### config.mk
export PLATFORM = sky130hd
export DESIGN_NAME = fb_arbiter
export DESIGN_NICKNAME = d
export VERILOG_FILES = /design/src/logic/fb_pkg.sv /design/src/logic/fb_arbiter.sv
export VERILOG_INCLUDE_DIRS = /design/src /design/src/logic
export SDC_FILE = /design/constraint.sdc
export NUM_CORES = 1
export LEC_CHECK = 0
export ABC_CLOCK_PERIOD_IN_PS = 2330
export CELL_PAD_IN_SITES_DETAIL_PLACEMENT = 1
export CELL_PAD_IN_SITES_GLOBAL_PLACEMENT = 1
export CORE_AREA = 4 4 41 43
export DETAILED_ROUTE_END_ITERATION = 7
export DIE_AREA = 0 0 45 47
export DONT_BUFFER_PORTS = 1
export PLACE_DENSITY_LB_ADDON = 0.1
export SYNTH_ARGS = -nofsm -noshare
export SYNTH_HDL_FRONTEND = slang
export SYNTH_SLANG_ARGS = --single-unit
### constraint.sdc
create_clock -name clk -period 2.33 [get_ports clk]
set_clock_uncertainty 0.15 [all_clocks]
set_input_delay 0.3495 -clock clk [delete_from_list [all_inputs] [get_ports clk]]
set_output_delay 0.3495 -clock clk [all_outputs]
set_load 0.01 [all_outputs]
### src/logic/fb_defines.svh
// **********************************************************
// Frame buffer geometry: screen size, bytes per pixel and
// the index widths derived from them.
// **********************************************************
`ifndef FB_DEFINES_SVH
`define FB_DEFINES_SVH

`define FB_WIDTH      16                                       // Pixels per row.
`define FB_HEIGHT     12                                       // Rows on screen.
`define FB_BPP        3                                        // Bytes per pixel.
`define FB_BYTES      (`FB_WIDTH * `FB_HEIGHT * `FB_BPP)       // 576 bytes of frame memory.

`define FB_ADDR_BITS  10                                       // Byte address width.
`define FB_X_BITS     5                                        // Wide enough for a full-row width.
`define FB_Y_BITS     4
`define FB_SEL_BITS   2                                        // Byte index within a pixel.

`endif

### src/logic/fb_pkg.sv
// **********************************************************
// Display engine types: opcodes, FSM states, coordinates,
// colour and the shared byte address rule.
// **********************************************************
`include "fb_defines.svh"

package fb_pkg;

    typedef enum logic [1:0] {
        OP_FILL = 2'd0,
        OP_PLOT = 2'd1,
        OP_READ = 2'd2
    } opcode_t;

    typedef enum logic [1:0] {
        FILL_IDLE,
        FILL_WRITE,
        FILL_DONE
    } fill_state_t;

    typedef enum logic [1:0] {
        PIX_IDLE,
        PIX_ACCESS,
        PIX_WAIT_DATA,
        PIX_RESPOND
    } pix_state_t;

    typedef logic [`FB_X_BITS-1:0]      xcoord_t;
    typedef logic [`FB_Y_BITS-1:0]      ycoord_t;
    typedef logic [`FB_BPP*8-1:0]       color_t;
    typedef logic [`FB_ADDR_BITS-1:0]   addr_t;

    // Byte sel of pixel (x, y); sel FB_BPP-1 is the colour MSB.
    function automatic addr_t byte_addr(xcoord_t x, ycoord_t y, logic [`FB_SEL_BITS-1:0] sel);
        return addr_t'((32'(y) * `FB_WIDTH + 32'(x)) * `FB_BPP + 32'(sel));
    endfunction

endpackage

### src/logic/fb_arbiter.sv
// **********************************************************
// Round-robin arbiter between the fill unit and the pixel
// unit for the single frame memory port.
// **********************************************************
`timescale 1ns/10ps

module fb_arbiter (
    input  logic            clk,
    input  logic            reset,
    input  logic            fill_req,
    input  logic            fill_we,
    input  fb_pkg::addr_t   fill_addr,
    input  logic [7:0]      fill_wdata,
    output logic            fill_gnt,
    input  logic            pix_req,
    input  logic            pix_we,
    input  fb_pkg::addr_t   pix_addr,
    input  logic [7:0]      pix_wdata,
    output logic            pix_gnt,
    output logic            mem_en,
    output logic            mem_we,
    output fb_pkg::addr_t   mem_addr,
    output logic [7:0]      mem_wdata
);

    logic last_pix;                                  // Pixel unit won the last grant.

    // On contention the unit that did not win last time goes first.
    assign fill_gnt = fill_req && (!pix_req || last_pix);
    assign pix_gnt  = pix_req && (!fill_req || !last_pix);

    always_ff @(posedge clk) begin
        if (reset) begin
            last_pix <= 1'b0;
        end else if (fill_gnt) begin
            last_pix <= 1'b0;
        end else if (pix_gnt) begin
            last_pix <= 1'b1;
        end
    end

    assign mem_en    = fill_gnt || pix_gnt;
    assign mem_we    = fill_gnt ? fill_we : (pix_gnt && pix_we);
    assign mem_addr  = fill_gnt ? fill_addr : pix_addr;
    assign mem_wdata = fill_gnt ? fill_wdata : pix_wdata;

    // A unit denied under contention wins the next cycle if it still asks.
    a_fill_wait: assert property (@(posedge clk) disable iff (reset)
        (fill_req && !fill_gnt) |=> (!fill_req || fill_gnt));
    a_pix_wait: assert property (@(posedge clk) disable iff (reset)
        (pix_req && !pix_gnt) |=> (!pix_req || pix_gnt));

endmodule

[Word-level counts from Yosys, hierarchy flattened]
Index checks and enable logic that the tools add are counted.
Storage, ports and cells
  flip-flop bits (word level): 1
  latch bits: 0
  memory bits (writable): 0
  memory bits (read-only): 0
  logic and storage cells: 14
  memories kept: 0
Operators by class
  add/subtract/negate cells: 0
  multiply operators: 0
  divide/modulo/power cells: 0
  magnitude comparators: 0
  equal/unequal tests: 0
  shift-type cells: 0
  multiplexer cells: 3
  bitwise gates (word level): 0
  reduce and logical (&&, ||, !) cells: 10
Operators by type and width (number)
  two-way mux 10 bit: 1
  two-way mux 8 bit: 1
  logical AND 1 bit: 3
  zero test 1 bit: 3
  logical OR 1 bit: 3
  OR reduction 2 bit: 1
  two-way mux 1 bit: 1

[Logic depth before layout (Yosys ltp)]
  word-level depth: 5
  mapped depth: 5
  mapped depth without buffers: 4

[Worst setup path after synthesis]
Ideal clock, no wire load.
  path kind: input port to output port
  from: in pix_req
  to: out mem_addr[7]
  arrival: 1151 ps
  required time: 1831 ps
  path slack: 680 ps
  stages on the path: 4
  cells stage by stage: inv_2 > o21ai_4 > buf_12 > mux2_4
Between the ends
  cells in the longest elaborated chain, start to end: 4
Ends and longest elaborated chain
  start, declared: line fb_arbiter.sv:15  | input logic pix_req,
  zero test 1 bit: line fb_arbiter.sv:29  | assign fill_gnt = fill_req && (!pix_req || last_pix);
  logical OR 1 bit: line fb_arbiter.sv:29
  logical AND 1 bit: line fb_arbiter.sv:29
  two-way mux 10 bit: line fb_arbiter.sv:44  | assign mem_addr = fill_gnt ? fill_addr : pix_addr;
  end, declared: line fb_arbiter.sv:22  | output fb_pkg::addr_t mem_addr,
Every way passes these cells.

[Final worst setup path]
  from: reg last_pix
  to: out mem_wdata[1]
Between the ends
  cells in the longest elaborated chain, start to end: 3
Ends and longest elaborated chain
  start, declared: line fb_arbiter.sv:26  | logic last_pix;
  start signal, assigned: line fb_arbiter.sv:34  | last_pix <= 1'b0;
  start signal, assigned: line fb_arbiter.sv:36  | last_pix <= 1'b0;
  start signal, assigned: line fb_arbiter.sv:38  | last_pix <= 1'b1;
  logical OR 1 bit: line fb_arbiter.sv:29
  logical AND 1 bit: line fb_arbiter.sv:29
  two-way mux 8 bit: line fb_arbiter.sv:45  | assign mem_wdata = fill_gnt ? fill_wdata : pix_wdata;
  end, declared: line fb_arbiter.sv:23  | output logic [7:0] mem_wdata
Every way passes these cells.

==> qor.yml <==
status: "complete, no violations"
worst-setup-path-type: "reg2out"
total_power_mw: 0.104
synth_warnings: 0
drt-total-wl_um: 950
die_h_um: 47
fin_crit_ns: 1.80
clk_pin_slew_worst_paths_ns: 0
ioPinCount: 64
rsz0062_at_grt: "false"
routabilityCongestion: 0.619
fill_cells: 158
grt_max_degree: 11
synthToLayoutAreaGrowth_pct: 1.86
postCtsHoldBufs: 0
syn_area_um2: 337
relSlewSlack: 0.760
dp_hpwl_um: 891
synth_area_per_cell_um2: 12.0
setup_slack_ns: 0.528
antenna_left: 0
fin_area_um2: 343
die_w_um: 45
largest_reg_flops: 1
track_usage: 0.0749
reg_top3: "last_pix (1)"
peakVddDrop_mv: 0.0959
busiest_layer: "met2"
num_rows: 13
cp_max_fo: 10
avgViaCountPerCell: 6.00
final_cell_mix: "mux2_4, mux2_2"
worst_pin_slew_ns: 0.359
max_freq_mhz: 555
drive_above_1_share: 0.821
drc_errors: 0
finalMaxSlewViolations: 0
clock_latency_ns: 0
worst_hold_path_type: "in2reg"
grt_pass1_wl_mm: 1.26
cts_resized: 0
top_register: "last_pix"
endpoint_kind: "output pin"
grtUsageMet3: 0.0192
postCtsSetupBuffers: 0
place_area_um2: 343
synth_cells: 28
setup_viol: 0
vias: 258
hold_violations: 0
diodes: 0
p_per_area_nw_per_um2: 304
whs_ns: 0.285
ys_seq_elements: 1
p_leak_nw: 0.152
synth.distinct_cells: 12
die-area_um2: 2120
coreArea_um2: 1300
critPathLaunchType: "flip-flop"
postSynthNetCount: 70
start_util: 0.259
drtIter0Drc: 3
gr-usage-met2: 0.150
antenna_found_initial: 0
dp_slack_ns: 0.508
fin_crit_sh: 0.773
grt_pass1_vias: 271
grt_overflow: 0
yosysSeqAreaShare: 0.0595
routedWlPerCell_um: 22.1
cp.required_ns: 1.83
design.final.nets: 72
fin_tns_setup_ns: 0
grt_use_met1: 0.0835
critPathArrivalTime_ns: 1.30
drtPass1Iterations: 2
cap_violations: 0
portBuffers: 0
metrics by stage:
stage | util | instances
6_report | 0.263 | 43
4_1_cts | 0.263 | 43
2_1_floorplan | - | 28
5_1_grt | 0.263 | 43
3_5_place_dp | 0.263 | 43
3_3_place_gp | 0.263 | 43
power by group:
group	switching [mW]	internal [mW]	total (mW)
combinational	0.0411	0.0422	0.0833
sequential	0.00210	0.0189	0.0210
clock	0	0	0
total	0.0432	0.0611	0.104
layout make-up:
type                       instances  area, µm²  share of cell area
sequential                         1       20.0              0.0584
inverter                           2       12.5              0.0365
timing repair buffer               1       7.51              0.0219
multi-input combinational         24        284               0.828
tap                               15       18.8              0.0547
cell usage after synthesis, drive strengths merged:
library cell | number | area share
mux2 | 18 | 0.70
inv | 2 | 0.037
a211oi | 1 | 0.022
a21oi | 1 | 0.015
a22o | 1 | 0.026
buf | 1 | 0.059
dfxtp | 1 | 0.059
nor2 | 1 | 0.011
o21ai | 1 | 0.048
or2 | 1 | 0.019
path summary, 6_finish.rpt:
check	start	end	slack [ns]	cells after the start
max	last_pix	mem_wdata[1]	0.53	3
min	reset	last_pix	0.28	1
max reg2reg	last_pix	last_pix	1.45	2
min reg2reg	last_pix	last_pix	0.40	1
logic make-up after synthesis:
logic type / after synthesis / synth area share
buf+inv: 3 / 0.0967
flops: 1 / 0.0595
compound gates: 4 / 0.112
mux: 18 / 0.703
simple gates: 2 / 0.0297
routing by layer:
layer	up-vias	wire, µm
met5	-	0
met4	0	0
met3	0	200
met2	37	515
met1	116	233
li1	105	-
critical path: stages, from the launching register on:
cell     delay [ns]
dfxtp_1        0.33
o21ai_4        0.32
buf_4          0.30
mux2_4         0.34
(Power assumes the default switching activity.)
