--- config.mk ---
export PLATFORM = sky130hd
export DESIGN_NAME = frame_ram
export DESIGN_NICKNAME = d
export VERILOG_FILES = /design/src/logic/fb_pkg.sv /design/src/logic/frame_ram.sv
export VERILOG_INCLUDE_DIRS = /design/src /design/src/logic
export SDC_FILE = /design/constraint.sdc
export NUM_CORES = 2
export LEC_CHECK = 0
export BUFFER_PORTS_ARGS = -buffer_cell sky130_fd_sc_hd__clkbuf_2
export CAP_MARGIN = 5
export CORE_UTILIZATION = 40
export CTS_CLUSTER_SIZE = 20
export DETAILED_ROUTE_END_ITERATION = 6
export PLACE_DENSITY = 0.59
export SETUP_SLACK_MARGIN = 0.2
export SKIP_LAST_GASP = 1
export SLEW_MARGIN = 20
export SYNTH_ARGS = -nofsm -noshare
export SYNTH_HDL_FRONTEND = slang
export SYNTH_MEMORY_MAX_BITS = 65536
export SYNTH_SLANG_ARGS = --single-unit
--- constraint.sdc ---
create_clock -name clk -period 4 [get_ports clk]
set_clock_uncertainty 0.05 [all_clocks]
set_input_delay 0.2 -clock clk [delete_from_list [all_inputs] [get_ports clk]]
set_output_delay 0.2 -clock clk [all_outputs]
set_load 0.03 [all_outputs]
--- src/logic/fb_defines.svh ---
// **********************************************************
// Frame buffer geometry: screen size, bytes per pixel and
// the index widths derived from them.
// **********************************************************
`ifndef FB_DEFINES_SVH
`define FB_DEFINES_SVH

`define FB_WIDTH      16                                       // Pixels per row.
`define FB_HEIGHT     12                                       // Rows on screen.
`define FB_BPP        3                                        // Bytes per pixel.
`define FB_BYTES      (`FB_WIDTH * `FB_HEIGHT * `FB_BPP)       // 576 bytes of frame memory.

`define FB_ADDR_BITS  10                                       // Byte address width.
`define FB_X_BITS     5                                        // Wide enough for a full-row width.
`define FB_Y_BITS     4
`define FB_SEL_BITS   2                                        // Byte index within a pixel.

`endif

--- src/logic/fb_pkg.sv ---
// **********************************************************
// Display engine types: opcodes, FSM states, coordinates,
// colour and the shared byte address rule.
// **********************************************************
`include "fb_defines.svh"

package fb_pkg;

    typedef enum logic [1:0] {
        OP_FILL = 2'd0,
        OP_PLOT = 2'd1,
        OP_READ = 2'd2
    } opcode_t;

    typedef enum logic [1:0] {
        FILL_IDLE,
        FILL_WRITE,
        FILL_DONE
    } fill_state_t;

    typedef enum logic [1:0] {
        PIX_IDLE,
        PIX_ACCESS,
        PIX_WAIT_DATA,
        PIX_RESPOND
    } pix_state_t;

    typedef logic [`FB_X_BITS-1:0]      xcoord_t;
    typedef logic [`FB_Y_BITS-1:0]      ycoord_t;
    typedef logic [`FB_BPP*8-1:0]       color_t;
    typedef logic [`FB_ADDR_BITS-1:0]   addr_t;

    // Byte sel of pixel (x, y); sel FB_BPP-1 is the colour MSB.
    function automatic addr_t byte_addr(xcoord_t x, ycoord_t y, logic [`FB_SEL_BITS-1:0] sel);
        return addr_t'((32'(y) * `FB_WIDTH + 32'(x)) * `FB_BPP + 32'(sel));
    endfunction

endpackage

--- src/logic/frame_ram.sv ---
// **********************************************************
// Byte-wide single-port frame memory, registered read.
// **********************************************************
`timescale 1ns/10ps
`include "fb_defines.svh"

module frame_ram (
    input  logic              clk,
    input  logic              mem_en,
    input  logic              mem_we,
    input  fb_pkg::addr_t     mem_addr,
    input  logic [7:0]        mem_wdata,
    output logic [7:0]        mem_rdata
);

    logic [7:0] mem [0:`FB_BYTES-1];

    always_ff @(posedge clk) begin
        if (mem_en) begin
            if (mem_we) begin
                mem[mem_addr] <= mem_wdata;
            end else begin
                mem_rdata <= mem[mem_addr];         // Valid the cycle after the grant.
            end
        end
    end

endmodule

======== Word level (Yosys, flattened, before mapping) ========
Memories as Yosys holds them, arrays and structs flattened. A register that Yosys moved wholly into a read port is not among the register bits.
Index checks and enable logic that the tools add are counted.
storage, ports and cells
  flip-flop bits (word level) ............. 0
  latch bits .............................. 0
  memory bits (writable) .................. 4608
  memory bits (read-only) ................. 0
  input port bits ......................... 21
  output and inout bits ................... 8
  logic and storage cells ................. 6
  memories kept ........................... 1
operators by class
  $add $sub $neg .......................... 0
  multiply operators ...................... 0
  divide/modulo/power cells ............... 0
  magnitude comparators ................... 0
  eq/ne operators ......................... 0
  shifts and indexed selects .............. 0
  multiplexer cells ....................... 3
  bitwise logic cells ..................... 1
  reduce and logical (&&, ||, !) cells .... 1
memory list
  name  depth  width  rd ports  clocked after Yosys merged registers in  write ports  line             text
  mem   576    8      1         1                                        1            frame_ram.sv:16  logic [7:0] mem [0:`FB_BYTES-1];
operator list
  cell              number
  $mux 1            3
  $reduce_and 2->1  1
  $not 1->1         1

======== Logic depth before layout (Yosys ltp) ========
  depth in word-level cells ............... 3
  mapped depth ............................ 13
  mapped depth without buffers ............ 7

======== Worst setup path before layout ========
No wires, ideal clock.
  kind .................................... input to register
  start point ............................. in mem_addr[4]
  end point ............................... mem mem[360][0], enable pin
  library setup time ...................... 0.395 ns
  arrival time ............................ 2.504 ns
  required time ........................... 3.555 ns
  setup slack ............................. 1.052 ns
  stages .................................. 8
  buffers on the path ..................... 5
  cell sequence ........................... buf_4 > buf_2 > inv_2 > buf_2 > buf_1 > buf_2 > nand2_1 > nor4_1
RTL lines
  element      line             text
  from (decl)  frame_ram.sv:11  input fb_pkg::addr_t mem_addr,
  to (decl)    frame_ram.sv:16
Straight into the memory's write port.

==> run_results.csv <==
group,metric,value,unit
cts,cts_root_buf,"clkbuf_16",
placed_design,hpwlAfterDp,373.5,mm
setup_path,crit_arrival,4.32,ns
route,drt.antenna.violating_nets,0,
hold_path,hold_class,"in -> reg",
global_route,antenna_found_initial,36,
global_route,grt_pass1_wl,792.6,mm
floorplanning,num_rows,244,
pwr,p_total,0.09966,W
synthesis,yosysWarnings,0,
run_status,status,"finished clean",
setup_path,worstSetupStartpointType,"register",
timing,relSlewSlack,19.13,%
pwr,leakagePower,68.86,nW
setup_path,critical_path.max_fanout,1,
setup_path,cp.required,4.67,ns
global_route,grt_util_all_layers,25.21,%
cts,clock_latency,1.03,ns
cells_and_area,fillCellCount,36670,
synthesis,synth-seq-cells,4616,
synthesis,seq_area_frac_synth,77.80,%
floorplanning,die_x,669.4,um
cts,cts_buffers,450,
floorplanning,core,442400,um^2
cells_and_area,fin_util,46.93,%
synthesis,syn_avg_cell_area,19.32,um^2
route,viasPerCell,6.029,
route,wl_per_cell,35.15,um
timing,min_period_over_period,91.27,%
route,dr.pass1.iters,6,
route,routed_wl,579.6,mm
synthesis,yosys.cell_types.count,68,
synthesis,synth_ff_type,"edfxtp_1",
route,drc,0,
timing,hold_viol_final,0,
route,drt_iter0_drc,15020,
setup_path,end_kind,"register",
floorplanning,initial_core_util,40.27,%
pwr,vdd_drop_max,0.3439,mV
cts,clkTransAtPathRegs,0.06,ns
flow_run,maxCapViolations,0,
global_route,gr-total-overflow,0,
placed_design,gp_congestion,0.9658,
cts,clk_path_buf_depth,4,
cells_and_area,drive_above_1_share,21.65,%
cells_and_area,syn_to_final_growth,16.52,%
floorplanning,die_h,669.4,um
timing,slew_viol_final,0,
synthesis,async_flop_share,0,%
synthesis,synth_edf_count,4616,
timing,tightest_slew,1.213,ns
pwr,p_per_area,480.1,nW/um^2
setup_path,critical_path_class,"reg -> reg",
floorplanning,dieArea,448100,um^2
placed_design,portBuffers,28,
synthesis,syn_area,178200,um^2
timing,rsz0062_at_grt,"no",
synthesis,syn-num-nets,9242,
cts,cts_tree,"built",
synthesis,syn-instance-count,9221,
global_route,grt_max_degree,181,
timing,min_period,3.651,ns
timing,setup_viol,0,
cts,htree_num_levels,5,
cells_and_area,final_nets,10220,
timing,max_freq,0.2739,GHz
global_route,grt_pass1_vias,96660,
floorplanning,io_pins,29,
route,num_vias,99400,
cts,clock_sink_count,4616,
[metal layers]
layer / up-vias / GRT usage, % / share of wire [%]
met4: 18 / 10.60 / 4.8
met3: 1083 / 5.426 / 11
met1: 52280 / 35.08 / 39
met5: - / 0 / 0.022
met2: 6285 / 38.58 / 45
li1: 39740 / - / -
[registers in the layout (all words and copies together), names as in the netlist]
| register | cells |
|---|---|
| mem | 4608 |
| mem_rdata | 8 |
[worst max-delay path: stages, from the launching register on]
cell and delay (ns):
edfxtp_1 0.37, mux4_2 0.50, a22oi_1 0.43, nand4_1 0.48
a31o_1 0.38, nor4_1 0.95, nand4_1 0.21
[cell families after synthesis]
family | synth area share, %
and+or+nand+nor | 2.911
muxes | 13.97
buffers and inverters | 1.664
AOI/OAI and AO/OA | 3.646
DFF | 77.80
[repair_timing]
| action | 4_1_cts | 5_1_grt |
|---|---|---|
| gates resized for setup | 0 | 1 |
| endpoints found under the setup margin | 0 | 1 |
| hold buffers | 12 | 0 |
| endpoints found under the hold margin | 1088 | 0 |
| setup buffers | 0 | 0 |
[layout make-up]
class	count	area, um^2	share of cell area (%)
Sequential cell	4616	138600	66.77
Multi-Input combinational cell	4024	36900	17.77
Clock buffer	546	11730	5.649
Timing Repair Buffer	1098	10540	5.079
Tap cell	5904	7387	3.558
Clock inverter	279	2362	1.138
Antenna cell	16	40.04	0.01929
Inverter	5	21.27	0.01025
[through the flow]
step / hold slack, ns / cell area, um^2 / instances / setup slack (ns) / setup TNS (ns)
after floorplan: 0.2489 / 178200 / 9221 / 1.052 / 0
after global placement: 0.5775 / 193300 / 15630 / -0.3495 / -1.836
after detailed placement: 0.5758 / 193300 / 15640 / -0.4358 / -1.625
after CTS: 0.02902 / 207500 / 16470 / 0.3478 / 0
after global routing: 0.07952 / 207600 / 16470 / 0.3354 / 0
final: 0.06497 / 207600 / 16490 / 0.3494 / 0
[cell usage in the layout (no fill, tap or decap), types with 13 or more instances in the layout]
| cell type | n |
|---|---|
| nand2_2 | 32 |
| nand4_1 | 19 |
| o22ai_1 | 633 |
| mux2i_1 | 1369 |
| edfxtp_1 | 4616 |
| a22oi_1 | 85 |
| a22o_1 | 21 |
| nor4_1 | 138 |
| nand2_1 | 131 |
| clkbuf_1 | 91 |
| buf_4 | 883 |
| bufinv_16 | 32 |
| mux4_2 | 487 |
| clkbuf_2 | 13 |
| nand3_1 | 85 |
| o21ai_0 | 50 |
| diode_2 | 16 |
| a21oi_1 | 37 |
| a211oi_1 | 27 |
| o2111ai_1 | 14 |
| a221oi_1 | 26 |
| a31oi_1 | 19 |
| o211ai_1 | 16 |
| clkinv_2 | 93 |
| nor2_1 | 660 |
| clkinv_1 | 113 |
| buf_12 | 178 |
| mux2_2 | 20 |
| nor3_1 | 37 |
| clkbuf_16 | 455 |
[Yosys cell counts (5+ instances only)]
master | n | area [um^2]
a211oi_1 | 27 | 202.7
a21oi_1 | 38 | 190.2
a221o_1 | 8 | 80.08
a221oi_1 | 26 | 227.7
a22o_1 | 21 | 183.9
a22oi_1 | 85 | 638.1
a311oi_1 | 5 | 43.79
a31oi_1 | 20 | 125.1
buf_1 | 30 | 112.6
buf_2 | 302 | 1511
buf_4 | 48 | 360.4
buf_6 | 27 | 304.0
clkbuf_1 | 167 | 626.9
edfxtp_1 | 4616 | 138600
mux2_2 | 20 | 225.2
mux2i_1 | 1369 | 13700
mux4_2 | 487 | 10970
nand2_1 | 163 | 611.8
nand2b_1 | 6 | 37.54
nand3_1 | 85 | 425.4
nand4_1 | 19 | 118.9
nand4bb_1 | 6 | 67.56
nor2_1 | 662 | 2485
nor2b_1 | 13 | 81.33
nor3_1 | 39 | 195.2
nor4_1 | 140 | 875.8
o2111ai_1 | 14 | 122.6
o211ai_1 | 16 | 120.1
o21ai_0 | 50 | 250.2
o22ai_1 | 633 | 3960
[worst paths after layout]
path,to,slack [ns],startpoint,cells past startpoint
max reg2reg,mem_rdata[2],0.35,mem[239][2],6
min,mem_rdata[0],0.06,mem_addr[5],4
min reg2reg,mem_rdata[5],0.94,mem[290][5],4
max,mem_rdata[2],0.35,mem[239][2],6
[power breakdown]
| part | internal, W | switching, W | total (W) |
|---|---|---|---|
| clock network | 0.0229 | 0.0183 | 0.0412 |
| logic | 0.00166 | 0.00357 | 0.00523 |
| registers | 0.0532 | 0.0000250 | 0.0532 |
(Power assumes the default switching activity.)
