[config.mk]
export PLATFORM = sky130hd
export DESIGN_NAME = cmd_dispatch
export DESIGN_NICKNAME = d
export VERILOG_FILES = /design/src/logic/fb_pkg.sv /design/src/logic/cmd_dispatch.sv
export VERILOG_INCLUDE_DIRS = /design/src /design/src/logic
export SDC_FILE = /design/constraint.sdc
export NUM_CORES = 1
export LEC_CHECK = 0
export ABC_AREA = 1
export BUFFER_PORTS_ARGS = -buffer_cell sky130_fd_sc_hd__buf_2
export CAP_MARGIN = 20
export CORE_ASPECT_RATIO = 0.7
export CORE_MARGIN = 5
export CORE_UTILIZATION = 43
export CTS_CLUSTER_DIAMETER = 30
export DETAILED_ROUTE_END_ITERATION = 6
export GPL_TIMING_DRIVEN = 0
export MAX_ROUTING_LAYER = met4
export PLACE_DENSITY = 0.88
export SYNTH_ARGS = -nofsm -noshare
export SYNTH_HDL_FRONTEND = slang
export SYNTH_SLANG_ARGS = --single-unit
export TNS_END_PERCENT = 5
[constraint.sdc]
create_clock -name clk -period 5.7 [get_ports clk]
set_input_delay 1.14 -clock clk [delete_from_list [all_inputs] [get_ports clk]]
set_output_delay 1.14 -clock clk [all_outputs]
set_load 0.02 [all_outputs]
[src/logic/fb_defines.svh]
// **********************************************************
// Frame buffer geometry: screen size, bytes per pixel and
// the index widths derived from them.
// **********************************************************
`ifndef FB_DEFINES_SVH
`define FB_DEFINES_SVH

`define FB_WIDTH      16                                       // Pixels per row.
`define FB_HEIGHT     12                                       // Rows on screen.
`define FB_BPP        3                                        // Bytes per pixel.
`define FB_BYTES      (`FB_WIDTH * `FB_HEIGHT * `FB_BPP)       // 576 bytes of frame memory.

`define FB_ADDR_BITS  10                                       // Byte address width.
`define FB_X_BITS     5                                        // Wide enough for a full-row width.
`define FB_Y_BITS     4
`define FB_SEL_BITS   2                                        // Byte index within a pixel.

`endif

[src/logic/fb_pkg.sv]
// **********************************************************
// Display engine types: opcodes, FSM states, coordinates,
// colour and the shared byte address rule.
// **********************************************************
`include "fb_defines.svh"

package fb_pkg;

    typedef enum logic [1:0] {
        OP_FILL = 2'd0,
        OP_PLOT = 2'd1,
        OP_READ = 2'd2
    } opcode_t;

    typedef enum logic [1:0] {
        FILL_IDLE,
        FILL_WRITE,
        FILL_DONE
    } fill_state_t;

    typedef enum logic [1:0] {
        PIX_IDLE,
        PIX_ACCESS,
        PIX_WAIT_DATA,
        PIX_RESPOND
    } pix_state_t;

    typedef logic [`FB_X_BITS-1:0]      xcoord_t;
    typedef logic [`FB_Y_BITS-1:0]      ycoord_t;
    typedef logic [`FB_BPP*8-1:0]       color_t;
    typedef logic [`FB_ADDR_BITS-1:0]   addr_t;

    // Byte sel of pixel (x, y); sel FB_BPP-1 is the colour MSB.
    function automatic addr_t byte_addr(xcoord_t x, ycoord_t y, logic [`FB_SEL_BITS-1:0] sel);
        return addr_t'((32'(y) * `FB_WIDTH + 32'(x)) * `FB_BPP + 32'(sel));
    endfunction

endpackage

[src/logic/cmd_dispatch.sv]
// **********************************************************
// Command port handshake, opcode decode and unit start.
// **********************************************************
`timescale 1ns/10ps

module cmd_dispatch (
    input  logic              clk,
    input  logic              reset,
    input  logic              cmd_valid,
    output logic              cmd_ready,
    input  fb_pkg::opcode_t   cmd_op,
    input  fb_pkg::xcoord_t   cmd_x,
    input  fb_pkg::xcoord_t   cmd_width,
    input  fb_pkg::ycoord_t   cmd_y,
    input  fb_pkg::ycoord_t   cmd_height,
    input  fb_pkg::color_t    cmd_color,
    input  logic              fill_busy,
    input  logic              pix_busy,
    output logic              fill_start,
    output logic              pix_start,
    output logic              pix_write,
    output fb_pkg::xcoord_t   x,
    output fb_pkg::ycoord_t   y,
    output fb_pkg::xcoord_t   width,
    output fb_pkg::ycoord_t   height,
    output fb_pkg::color_t    color
);

    logic fill_hold;
    logic pix_hold;
    logic take;

    // A unit is not yet busy in the cycle of its start pulse.
    assign fill_hold = fill_busy || fill_start;
    assign pix_hold  = pix_busy || pix_start;

    always_comb begin
        case (cmd_op)
            fb_pkg::OP_FILL: cmd_ready = !fill_hold;
            fb_pkg::OP_PLOT: cmd_ready = !pix_hold;
            fb_pkg::OP_READ: cmd_ready = !pix_hold && !fill_hold;  // Wait for a running fill.
            default:         cmd_ready = 1'b0;
        endcase
    end

    assign take = cmd_valid && cmd_ready;

    always_ff @(posedge clk) begin
        if (reset) begin
            fill_start <= 1'b0;
            pix_start  <= 1'b0;
        end else begin
            fill_start <= take && (cmd_op == fb_pkg::OP_FILL);
            pix_start  <= take && (cmd_op != fb_pkg::OP_FILL);
        end
    end

    always_ff @(posedge clk) begin
        if (take) begin
            pix_write <= (cmd_op == fb_pkg::OP_PLOT);
            x         <= cmd_x;
            y         <= cmd_y;
            width     <= cmd_width;
            height    <= cmd_height;
            color     <= cmd_color;
        end
    end

    a_read_after_fill: assert property (@(posedge clk) disable iff (reset)
        pix_start && !pix_write |-> !fill_busy);

endmodule

Word level (Yosys, flattened, before mapping)
Index checks and enable logic that the tools add are counted.
{"block": "op_classes", "eq_ne": 2, "mux": 1, "reduce_logical": 10}
{"operator": "$logic_and 1x1->1", "n": 4}
{"operator": "$pmux 1 s3", "n": 1}
{"operator": "$eq 2x1->1 const B", "n": 1}
{"operator": "$eq 2x2->1 const B", "n": 1}
{"operator": "$logic_not 1->1", "n": 2}
{"operator": "$logic_not 2->1", "n": 1}
{"operator": "$logic_or 1x1->1", "n": 2}
{"operator": "$reduce_bool 2->1", "n": 1}
{"block": "totals", "inputBits": 49, "elab_cells": 21, "ff_bits": 45}

Longest topological paths before layout
{"block": "logic_depth", "ltp_word": 6, "mapped_depth": 5}

Worst setup path before layout
No wires, ideal clock.
{"block": "synth_path", "kind": "input-to-output", "from": "input fill_busy", "to": "output cmd_ready", "arrival_time_ns": 1.550, "slack_ns": 3.010, "path_stages": 4, "path_cell_list": "nor2_1 -> nand2_1 -> nand2_2 -> and2_1"}
{"block": "synth_via", "elab_chain_len": 4}
{"element": "from (decl)", "line_no": "cmd_dispatch.sv:17", "text": "input logic fill_busy,"}
{"element": "$logic_or 1x1->1 (*)", "line_no": "cmd_dispatch.sv:34", "text": "assign fill_hold = fill_busy || fill_start;"}
{"element": "$logic_not 1->1 (*)", "line_no": "cmd_dispatch.sv:39, cmd_dispatch.sv:41"}
{"element": "$logic_and 1x1->1", "line_no": "cmd_dispatch.sv:41", "text": "fb_pkg::OP_READ: cmd_ready = !pix_hold && !fill_hold;"}
{"element": "$pmux 1 s3 (*)", "line_no": "cmd_dispatch.sv:38", "text": "case (cmd_op)"}
{"element": "to (decl)", "line_no": "cmd_dispatch.sv:10", "text": "output logic cmd_ready,"}
Every way passes the cells marked *; elsewhere a longest branch is shown, timed or not.

Worst setup path in the final report
{"block": "layout_path", "from": "input cmd_op[1]", "to": "output cmd_ready"}
{"block": "layout_via", "elab_chain_len": 2}
{"element": "from (decl)", "line_no": "cmd_dispatch.sv:11", "text": "input fb_pkg::opcode_t cmd_op,"}
{"element": "$eq 2x2->1, or another cell as far along", "line_no": "cmd_dispatch.sv:38"}
{"element": "$pmux 1 s3 (*)", "line_no": "cmd_dispatch.sv:38"}
Marks and branches as above.

==> summary.md <==
After detailed routing, the number of remaining DRC violations is 0. The tools report the number of inserted diodes as 0. The cell depth of the worst flop-to-flop path is 6, and the final number of setup-violating endpoints is 0.

The tools report the combinational share of power as 8.5%. For this configuration, the core starts out at a cell density of 44.9%. The run gives 95 as the number of top-level design ports.

The most used flip-flop cell after synthesis is edfxtp_1. The final net count is 216, and the overall die width is 78.8 um. At the pin with the least slew margin, the transition time is 0.664 ns.

The fraction of power spent switching nets came out at 20.6%. The clock network accounts for 34.7% of the total power. Launching instance or port of the critical path: cmd_op[1].

In this run the power spent charging and discharging nets is 0.000137 W. Routed length per instance: 16.2 um. For this block, the via count after detailed routing is 911. STA classifies the critical path endpoint as an output pin. The maximum fanout along the worst path is 3, and the number of distinct library cells after synthesis is 10. The worst hold path passes through 5 cells.

The total overflow left after global routing is 0. The terminus of the critical flop-to-flop path was y[3]$_DFFE_PP_. The layout cell share with drive strength beyond 1 came out at 64.3%. The tools report the worst clock skew as 0.00474 ns. Across the VDD grid, the largest voltage drop is 0.287 mV.

Clock tree synthesis selected as its root buffer the cell clkbuf_8. In this run, synthesis inferred 43 flip-flops with an integrated enable. The proportion of synthesized flip-flops having asynchronous set or reset was 0%.

Timing would allow up to 342 MHz. The logs give 1.78 ns for the data arrival time of the worst path and 17 for the standard-cell row count. The sequential share of power was 56.7%; the per-instance average area after synthesis was 21.9 um2. During synthesis, Yosys emitted a total of 0 warnings. The tools report the final-report max-slew violation count as 0. The most common cell in the synthesized netlist is edfxtp_1. Netlist area before placement: 0.00142 mm2. Sorting the synthesized cells by area gives the leading types as edfxtp_1 (91%), dfxtp_1 (2.8%), inv_1 (1.3%). Endpoint of the worst setup timing path: cmd_ready. The die span in y was 58.1 um. The count of buffers inserted at the top-level ports was 94.

The logs give 30 for the largest net degree at the start of global routing and 0.000530 W for the internal power summed over all cells. The floorplan step defined a die boundary enclosing 0.00458 mm2. In this run, post-CTS hold repair placed 0 buffers. The share of synthesized area in the top cell type comes to 90.7%.

The number of hold-slack violations in the final timing report is 0, and the XOR/XNOR share of the synthesized area is 0%. The data required time at the worst endpoint is 4.56 ns. The cell count after synthesis came out at 65. For the maximum level of the CTS H-tree, the log shows 2. The core occupancy in the finished layout was 65.7%. The share of cell area taken by muxes after synthesis is 0%, and the detailed placer's ending HPWL is 2.76 mm. The largest family of logic cells by synthesized area was simple AND/OR/NAND/NOR gates.

Summing the areas of all fa, ha and maj instances in the mapped netlist gives 0% of the synthesized area. Sorting the synthesized cells by how often they occur yields edfxtp_1 (43), inv_1 (5), nand2_1 (4). The routed design could run at a clock period as short as 2.92 ns. The run finished with clean final reports.

The total power per unit cell area works out to 321 mW/mm2. The global placer's final weighted congestion was 0.684; the synthesis-stage register bit count was 45. Once detail routing completed, the nets flagged for antenna violations numbered 0.

Post-CTS setup buffer count: 0. The tools report the first-pass GRT wire length as 5.01 mm. Using the TritonRoute via totals, the vias-per-cell ratio works out to 4.42. The via count of the first global-routing pass came out at 978. Number of antenna violations at the first check in global routing: 0. After routing, the total negative slack on setup checks comes to 0 ns.

The clock transition at the registers of the reported paths was 0.08 ns. In this run the static leakage power is 0.922 nW. Type of the worst min-delay path: reg2reg.

The kind of critical path was in2out. The worst hold slack after final layout was 0.699 ns; the basic-gate share of the synthesized area counting and, or, nand and nor cells was 4.66%. Measured against its own limit, the worst slew margin works out to 55.7%.

The tools report the DRC violation total after the first TritonRoute iteration as 43. The compound-gate portion of the synthesized area is 0%, and the worst reg-to-reg setup slack is 3.96 ns. The run gives 0.00208 mm2 as the final non-filler cell area.

The first TritonRoute pass finished after 3 iterations. The number of buffers inserted during clock tree synthesis is 5, and the cell area after placement is 0.00197 mm2. The tools report the startpoint kind of the worst setup timing path as a primary input. Layout overhead on the synthesized area: 46.1%.

The logs give 2 for the maximum buffer depth of the clock tree and 93.5% for the register area share after synthesis. TritonCTS built the clock tree. The startpoint identified for the worst register-to-register timing path is fill_start$_SDFF_PP0_. The worst path uses 51.3% of the clock period.

The largest total area in the synthesized netlist belongs to edfxtp_1. Synthesis produced a netlist with a net count of 114. The number of gates resized after CTS was 0. For this run, the total global-route usage over all layers was measured as 15.7%. Setup repair after global routing left no endpoint under its margin.

The logs give 45 for the total clock sinks and 0 for the count of max-cap constraint violations. The run gives 0.00317 mm2 as the core outline area. The logs give 3.34 mm for the total detailed-routing wirelength and 0.29 ns for the insertion delay to the later sink of the worst-skew pair.
==> routing by layer <==
metal	vias up	share of wire [%]	track usage, %
met3	5	12	7.61
met5	-	0	-
li1	437	-	-
met2	52	53	28.7
met4	0	0.96	5.24
met1	417	34	14.4
==> cells by family (layout without fill, tap and decap cells) <==
logic type	count (synthesis)	after routing
buffers and inverters	7	110
and+or+nand+nor	13	13
DFF	45	45
==> power by group through the flow <==
| stage | Sequential (W) | Combinational [W] | Clock (W) |
|---|---|---|---|
| after floorplan | 0.000402 | 0.00000980 | 0 |
| final | 0.000379 | 0.0000570 | 0.000232 |
| after detailed placement | 0.000386 | 0.0000579 | 0 |
| after global placement | 0.000386 | 0.0000521 | 0 |
| after global routing | 0.000380 | 0.0000613 | 0.000256 |
| after CTS | 0.000379 | 0.0000580 | 0.000238 |
==> state kept, by name, summed over array words and instances (netlist names) <==
signal,count
pix_start,1
color,24
x,5
fill_start,1
width,5
height,4
y,4
pix_write,1
==> layout make-up <==
| type | count | area [um2] |
|---|---|---|
| flip-flops and latches | 45 | 1330 |
| fillers | 222 | 1090 |
| repair buffers | 95 | 498 |
| clock buffers | 6 | 72.6 |
| multi-input cells | 13 | 66.3 |
| well taps | 38 | 47.5 |
| clock inverters | 2 | 38.8 |
| inverters | 7 | 26.3 |
==> critical path, stage by stage <==
cell and delay (ns):
buf_2 0.10, inv_2 0.06, nand2_1 0.09, nand2_2 0.10
and2_1 0.12, buf_2 0.16
==> metrics by stage <==
step	worst slack, ns	std cells	total power, W
after floorplan	3.01	65	0.000412
after global placement	2.73	197	0.000439
after detailed placement	2.77	198	0.000444
after CTS	2.77	206	0.000675
after global routing	2.73	206	0.000697
final	2.78	206	0.000668
==> cell usage in the layout (no fill, tap or decap) <==
master	count
buf_2	94
edfxtp_1	43
inv_1	5
clkbuf_8	5
nand2_1	4
nor2_1	3
nand2_2	3
inv_2	2
dfxtp_1	2
and2_1	1
nand3_2	1
nand3_1	1
bufinv_16	1
clkinv_4	1
clkbuf_1	1
buf_16	1
==> worst min path at each step <==
stage / to / slack (ns) / start
after floorplan: pix_start$_SDFF_PP0_ / 0.73 / pix_start$_SDFF_PP0_
final: fill_start$_SDFF_PP0_ / 0.70 / fill_start$_SDFF_PP0_
after global placement: fill_start$_SDFF_PP0_ / 0.60 / fill_start$_SDFF_PP0_
after CTS: fill_start$_SDFF_PP0_ / 0.70 / fill_start$_SDFF_PP0_
after detailed placement: fill_start$_SDFF_PP0_ / 0.68 / fill_start$_SDFF_PP0_
after global routing: fill_start$_SDFF_PP0_ / 0.74 / fill_start$_SDFF_PP0_
Note: power is estimated with default switching activity, not from simulation.
