File: config.mk
export PLATFORM = sky130hd
export DESIGN_NAME = pixel_access
export DESIGN_NICKNAME = d
export VERILOG_FILES = /design/src/logic/fb_pkg.sv /design/src/logic/pixel_access.sv
export VERILOG_INCLUDE_DIRS = /design/src /design/src/logic
export SDC_FILE = /design/constraint.sdc
export NUM_CORES = 1
export LEC_CHECK = 0
export ABC_CLOCK_PERIOD_IN_PS = 2670
export BUFFER_PORTS_ARGS = -buffer_cell sky130_fd_sc_hd__buf_2
export CAP_MARGIN = 10
export CORE_UTILIZATION = 40
export CTS_CLUSTER_SIZE = 28
export DETAILED_ROUTE_END_ITERATION = 10
export HOLD_SLACK_MARGIN = 0.08
export PLACE_DENSITY = 0.76
export SLEW_MARGIN = 15
export SYNTH_ARGS = -nofsm -noshare
export SYNTH_HDL_FRONTEND = slang
export SYNTH_SLANG_ARGS = --single-unit
File: constraint.sdc
create_clock -name clk -period 2.67 [get_ports clk]
set_input_delay 0.1335 -clock clk [delete_from_list [all_inputs] [get_ports clk]]
set_output_delay 0.1335 -clock clk [all_outputs]
set_load 0.01 [all_outputs]
File: src/logic/fb_defines.svh
// **********************************************************
// Frame buffer geometry: screen size, bytes per pixel and
// the index widths derived from them.
// **********************************************************
`ifndef FB_DEFINES_SVH
`define FB_DEFINES_SVH

`define FB_WIDTH      16                                       // Pixels per row.
`define FB_HEIGHT     12                                       // Rows on screen.
`define FB_BPP        3                                        // Bytes per pixel.
`define FB_BYTES      (`FB_WIDTH * `FB_HEIGHT * `FB_BPP)       // 576 bytes of frame memory.

`define FB_ADDR_BITS  10                                       // Byte address width.
`define FB_X_BITS     5                                        // Wide enough for a full-row width.
`define FB_Y_BITS     4
`define FB_SEL_BITS   2                                        // Byte index within a pixel.

`endif

File: src/logic/fb_pkg.sv
// **********************************************************
// Display engine types: opcodes, FSM states, coordinates,
// colour and the shared byte address rule.
// **********************************************************
`include "fb_defines.svh"

package fb_pkg;

    typedef enum logic [1:0] {
        OP_FILL = 2'd0,
        OP_PLOT = 2'd1,
        OP_READ = 2'd2
    } opcode_t;

    typedef enum logic [1:0] {
        FILL_IDLE,
        FILL_WRITE,
        FILL_DONE
    } fill_state_t;

    typedef enum logic [1:0] {
        PIX_IDLE,
        PIX_ACCESS,
        PIX_WAIT_DATA,
        PIX_RESPOND
    } pix_state_t;

    typedef logic [`FB_X_BITS-1:0]      xcoord_t;
    typedef logic [`FB_Y_BITS-1:0]      ycoord_t;
    typedef logic [`FB_BPP*8-1:0]       color_t;
    typedef logic [`FB_ADDR_BITS-1:0]   addr_t;

    // Byte sel of pixel (x, y); sel FB_BPP-1 is the colour MSB.
    function automatic addr_t byte_addr(xcoord_t x, ycoord_t y, logic [`FB_SEL_BITS-1:0] sel);
        return addr_t'((32'(y) * `FB_WIDTH + 32'(x)) * `FB_BPP + 32'(sel));
    endfunction

endpackage

File: src/logic/pixel_access.sv
// **********************************************************
// Single-pixel plot and readback with response handshake.
// **********************************************************
`timescale 1ns/10ps
`include "fb_defines.svh"

module pixel_access (
    input  logic              clk,
    input  logic              reset,
    input  logic              pix_start,
    input  logic              pix_write,
    input  fb_pkg::xcoord_t   x,
    input  fb_pkg::ycoord_t   y,
    input  fb_pkg::color_t    color,
    output logic              req,
    output logic              we,
    output fb_pkg::addr_t     addr,
    output logic [7:0]        wdata,
    input  logic              gnt,
    input  logic [7:0]        rdata,
    output logic              busy,
    output logic              rsp_valid,
    output fb_pkg::color_t    rsp_color,
    input  logic              rsp_ready
);

    localparam logic [`FB_SEL_BITS-1:0] SEL_LAST = `FB_SEL_BITS'(`FB_BPP - 1);

    fb_pkg::pix_state_t      state;
    logic                    write_q;
    fb_pkg::xcoord_t         x_q;
    fb_pkg::ycoord_t         y_q;
    fb_pkg::color_t          color_q;
    logic [`FB_SEL_BITS-1:0] sel;
    logic                    cap_en;                   // Read byte arrives this cycle.
    logic [`FB_SEL_BITS-1:0] cap_sel;

    always_ff @(posedge clk) begin
        if (reset) begin
            state  <= fb_pkg::PIX_IDLE;
            cap_en <= 1'b0;
        end else begin
            cap_en <= gnt && !write_q;
            case (state)
                fb_pkg::PIX_IDLE: begin
                    if (pix_start) begin
                        state <= fb_pkg::PIX_ACCESS;
                    end
                end
                fb_pkg::PIX_ACCESS: begin
                    if (gnt && sel == '0) begin
                        state <= write_q ? fb_pkg::PIX_IDLE : fb_pkg::PIX_WAIT_DATA;
                    end
                end
                fb_pkg::PIX_WAIT_DATA: state <= fb_pkg::PIX_RESPOND;
                fb_pkg::PIX_RESPOND: begin
                    if (rsp_ready) begin
                        state <= fb_pkg::PIX_IDLE;
                    end
                end
                default: state <= fb_pkg::PIX_IDLE;
            endcase
        end
    end

    always_ff @(posedge clk) begin
        if (state == fb_pkg::PIX_IDLE && pix_start) begin
            write_q <= pix_write;
            x_q     <= x;
            y_q     <= y;
            color_q <= color;
            sel     <= SEL_LAST;
        end else if (gnt && sel != '0) begin
            sel <= sel - 1'b1;
        end
        cap_sel <= sel;
        if (cap_en) begin
            rsp_color[cap_sel*8 +: 8] <= rdata;        // Assemble from the byte just read.
        end
    end

    assign req       = (state == fb_pkg::PIX_ACCESS);
    assign we        = write_q;
    assign addr      = fb_pkg::byte_addr(x_q, y_q, sel);
    assign wdata     = color_q[sel*8 +: 8];
    assign busy      = (state != fb_pkg::PIX_IDLE);
    assign rsp_valid = (state == fb_pkg::PIX_RESPOND);

endmodule

# --- Yosys cells after proc, flatten, opt, wreduce, memory -nomap -nowiden ---
# Index checks and enable logic that the tools add are counted.
# Widths: inputs -> output; s select.
word_totals:
  register_bits: 65
  out_inout_bits: 46
  word_cells: 39
op_classes:
  n_addsub: 4
  n_mul: 1
  eq_ne: 6
  shift: 3
  muxes: 6
  reduce_logical: 10
op_table:
  columns: ["operator", "count"]
  rows:
  - ["$neg 5->34", 1]
  - ["$shift 8x34->24 const A", 1]
  - ["$shiftx 8x34->24", 1]
  - ["$bwmux 24", 1]
  - ["$shiftx 24x6->8", 1]
  - ["$add 10x2->10", 1]
  - ["$mul 9x2->10 const B", 1]
  - ["$add 8x5->9", 1]
  - ["$mux 2", 4]
  - ["$pmux 2 s4", 1]
  - ["$eq 2x2->1 const B", 2]
  - ["$logic_and 1x1->1", 4]
  - ["$logic_not 2->1", 2]
  - ["$ne 2x1->1 const B", 2]
  - ["$reduce_bool 2->1", 2]
  - ["$reduce_and 3->1", 1]
  - ["$eq 2x1->1 const B", 1]
  - ["$ne 2x2->1 const B", 1]
  - ["$sub 2x1->2 const B", 1]
  - ["$logic_not 1->1", 1]

# --- Depth between registers and ports, before layout ---
logic_depth:
  depth_word: 4
  depth_mapped: 11

# --- Worst setup path after synthesis ---
# OpenSTA, ideal clock, no wires.
synth_path:
  path_kind: "flip-flop to output port"
  from: "reg sel[1]"
  to: "out addr[7]"
  arrival_time_ns: 2.399
  required_ns: 2.536
  setup_slack_ns: 0.138
  path_stages_with_launch: 11
  path_cell_list: "dfxtp_1 buf_2 inv_1 fa_1 inv_1 ha_1 fa_1 a21o_2 a21oi_2 o21ai_1 xor2_1"
synth_via:
  elab_chain_cells: 1
synth_lines:
  columns: ["element", "line_no", "text"]
  rows:
  - ["start, declared", "pixel_access.sv:34", "logic [`FB_SEL_BITS-1:0] sel;"]
  - ["start signal, assigned", "pixel_access.sv:74", "sel <= sel - 1'b1;"]
  - ["$add 10x2->10", "fb_pkg.sv:35", "return addr_t'((32'(y) * `FB_WIDTH + 32'(x)) * `FB_BPP + 32'(sel));"]
  - ["end, declared", "pixel_access.sv:17", "output fb_pkg::addr_t addr,"]
# Every way passes these cells.

# --- Final worst setup path ---
layout_path:
  from: "reg x_q[1]"
  to: "out addr[5]"
layout_via:
  elab_chain_cells: 3
layout_lines:
  columns: ["element", "line_no", "text"]
  rows:
  - ["start, declared", "pixel_access.sv:31", "fb_pkg::xcoord_t x_q;"]
  - ["start signal, assigned", "pixel_access.sv:69", "x_q <= x;"]
  - ["$add 8x5->9", "fb_pkg.sv:35", null]
  - ["$mul 9x2->10 (no source line)", null, null]
  - ["$add 10x2->10", "fb_pkg.sv:35", null]
# Every way passes these cells.

==> summary.md <==
| Metric | Value |
|---|---|
| Vias per cell | 4.64 |
| Post-synthesis sequential area ratio | 0.632 |
| Register area | 0.00188 mm2 |
| Cells after Synth | 212 |
| Period utilisation layout | 1.04 |
| Drc violations | 0 |
| Die W | 88.3 um |
| Ratio of cells with drive above 1 in the final layout | 0.413 |
| Worst-margin pin slew | 450 ps |
| Pre-CTS setup slack | 22.1 ps |
| Final setup fails | 3 |
| Flop pwr share | 0.356 |
| Synth area leader | edfxtp_1 |
| Required time worst endpoint | 2540 ps |
| Synth warn | 0 |
| Deepest clock path buffer count | 2 |
| Global placement routability congestion | 0.755 |
| Routed WL per cell | 13.6 um |
| Leak pwr | 1.89 nW |
| Io pins | 93 |
| DP HPWL | 3940 um |
| Num rows | 31 |
| Worst slew margin | 0.700 |
| Ys async rst share | 0 |
| # H-tree levels | 3 |
| Post-synth top area share | 0.585 |
| First-pass GRT wire length | 9790 um |
| Max-slew violations | 0 |
| GRT Total Usage | 0.171 |
| Initial DRC count | 47 |
| Post-route cell area | 0.00445 mm2 |
| Worst VDD drop | 0.499 mV |
| Die footprint | 0.00779 mm2 |
| Cell Area, Synth | 0.00298 mm2 |
| Area contributors post-synth | edfxtp_1, ha_1, and2_1 |
| Critical path type | flip-flop to primary output |
| CTS root buffer | clkbuf_8 |
| Via count | 2165 |
| Clk network pwr share | 0.253 |
| Period minus WS final | 2770 ps |
| Int Power | 2.44 mW |
| Worst setup SP type | flip-flop |
| Clock slew at reported path FFs | 80 ps |
| N_diodes | 0 |
| Main synth FF type | edfxtp_1 |
| CP max FO | 3 |
| Detailed Routing Iterations Pass 1 | 4 |
| Number of global-route vias before repair | 2202 |
| Initial antenna violation count | 0 |
| Max Cap Violations | 0 |
| Post-route ant nets | 0 |
| RSZ-0062 raised after global routing | yes |
| Drt total wl | 6350 um |
| Area of the multi-input gates | 0.00126 mm2 |
| P_sw | 1.18 mW |
| Post-Synthesis Mean Instance Area | 14.0 um2 |
| Port bufs | 92 |
| Crit path DAT | 2640 ps |
| Number of synthesized flops with an enable pin | 58 |
| CTS tree | done |
| Combinational Power Share | 0.392 |
| Violated checks | negative setup slack |
| Cts bufs inserted | 9 |
| P&R area growth vs syn | 49.6% |
| Most frequent cell after synthesis | edfxtp_1 |
| Die height | 88.3 um |
| Fillers | 560 |
| # nets final | 435 |
| Synth Register Bits | 65 |
| Power Density | 813 mW/mm2 |
| Status | finished with violations |
| Distinct cells, synth | 36 |
| List of most frequent post-synthesis cells | edfxtp_1, and2_1, ha_1 |
| Worst-Skew Late Latency | 340 ps |
| Placed cell area | 0.00357 mm2 |
| Starting density of the core | 0.413 |
| Largest net degree at the start of global routing | 37 |
| Clock sink count | 65 |
| GR Overflow Total | 0 |
| Core footprint | 0.00721 mm2 |
| Clk_skew | 10.8 ps |
| Worst Setup End Kind | primary output |
| Endpoints failing hold | 0 |
| Max frequency | 361 MHz |
| Worst setup margin | -102 ps |
| Sw frac | 0.325 |
| Synthesized netlist net count | 284 |
| Hold Crit Class | input port to flip-flop |
worst max-delay path, cell delays in order (launching register included):
cell	delay [ps]
edfxtp_1	360
inv_2	50
fa_1	550
inv_2	50
ha_4	160
fa_2	340
a21o_4	220
a21oi_4	190
buf_4	150
xnor2_2	90
buf_2	140
cells in the final DEF (no fill, tap or decap), types with 2 or more instances in the layout:
cell           synthesis  layout
a21oi_1                4       2
a21oi_4                0       2
and2_1                29      29
buf_2                  2      92
buf_4                  0      13
bufinv_16              0       2
clkbuf_8               0       9
clkinv_4               0       3
dfxtp_1                7       7
dlygate4sd3_1          0      37
edfxtp_1              58      58
ha_1                  23      13
ha_4                   0       9
inv_1                 10       7
inv_2                  1       4
mux2i_1               10      10
nand2_1               14      13
nand3_1                3       2
nor2_1                 7       7
nor2b_1                2       2
nor3b_2                3       3
o21ai_0               10       9
xnor2_1                5       3
xnor2_2                0       2
xor2_1                 4       3
path summary, 6_finish.rpt:
path / startpoint / end / slack, ps / cells past startpoint
min reg2reg: we / cap_en / 480 / 1
max: x_q[1] / addr[5] / -100 / 10
max reg2reg: sel[0] / state[0] / 710 / 7
min: rdata[7] / rsp_color[7] / 110 / 2
through the flow:
step | TNS (ps) | power, mW | cells | hold slack (ps) | util
2_1_floorplan | 0 | 2.06 | 212 | 206 | -
3_3_place_gp | 0 | 2.42 | 404 | 310 | 0.495
3_5_place_dp | 0 | 2.45 | 404 | 312 | 0.495
4_1_cts | -255 | 3.54 | 462 | 95.9 | 0.599
5_1_grt | -786 | 3.84 | 467 | 97.2 | 0.617
6_report | -264 | 3.62 | 467 | 106 | 0.617
state kept, by name, indices dropped and copies added (netlist names), named ones only:
register and cells:
cap_en 1, cap_sel 2, color_q 24, rsp_color 24, sel 2, state 1
we 1, x_q 5, y_q 4
power by group through the flow:
| stage | Combinational [mW] | Sequential [mW] | Clock [mW] |
|---|---|---|---|
| 2_1_floorplan | 0.751 | 1.31 | 0 |
| 3_5_place_dp | 1.14 | 1.31 | 0 |
| 4_1_cts | 1.32 | 1.29 | 0.930 |
| 6_report | 1.42 | 1.29 | 0.914 |
| 3_3_place_gp | 1.11 | 1.31 | 0 |
| 5_1_grt | 1.57 | 1.30 | 0.976 |
what timing repair did:
item	4_1_cts	5_1_grt
setup buffers	5	5
hold endpoints to repair	37	0
resized for setup	22	11
hold buffers	37	0
setup endpoints to repair	4	5
pin swaps	11	10
layer usage:
| metal | track usage | vias to the layer above | share of wire |
|---|---|---|---|
| met5 | 0 | - | 0 |
| li1 | - | 1061 | - |
| met3 | 0.0634 | 9 | 0.067 |
| met4 | 0.0557 | 0 | 0.016 |
| met1 | 0.185 | 1010 | 0.40 |
| met2 | 0.310 | 85 | 0.52 |
layout make-up:
cell class | instances | share of cell area
flip-flops and latches | 65 | 0.423
inverters | 11 | 0.00927
repair buffers | 142 | 0.208
multi-input cells | 134 | 0.283
clock inverters | 7 | 0.0214
well taps | 99 | 0.0278
clock buffers | 9 | 0.0278
cell families (layout without fill, tap and decap cells):
family,after synthesis,in the layout,share of synthesized area
compound gates,26,26,0.0572
xor+xnor,9,9,0.0265
fa+ha+maj,25,25,0.110
buf+inv,13,169,0.0172
flops,65,65,0.632
mux,10,10,0.0336
simple gates,64,64,0.123
Power figures use the tool's default switching activity.
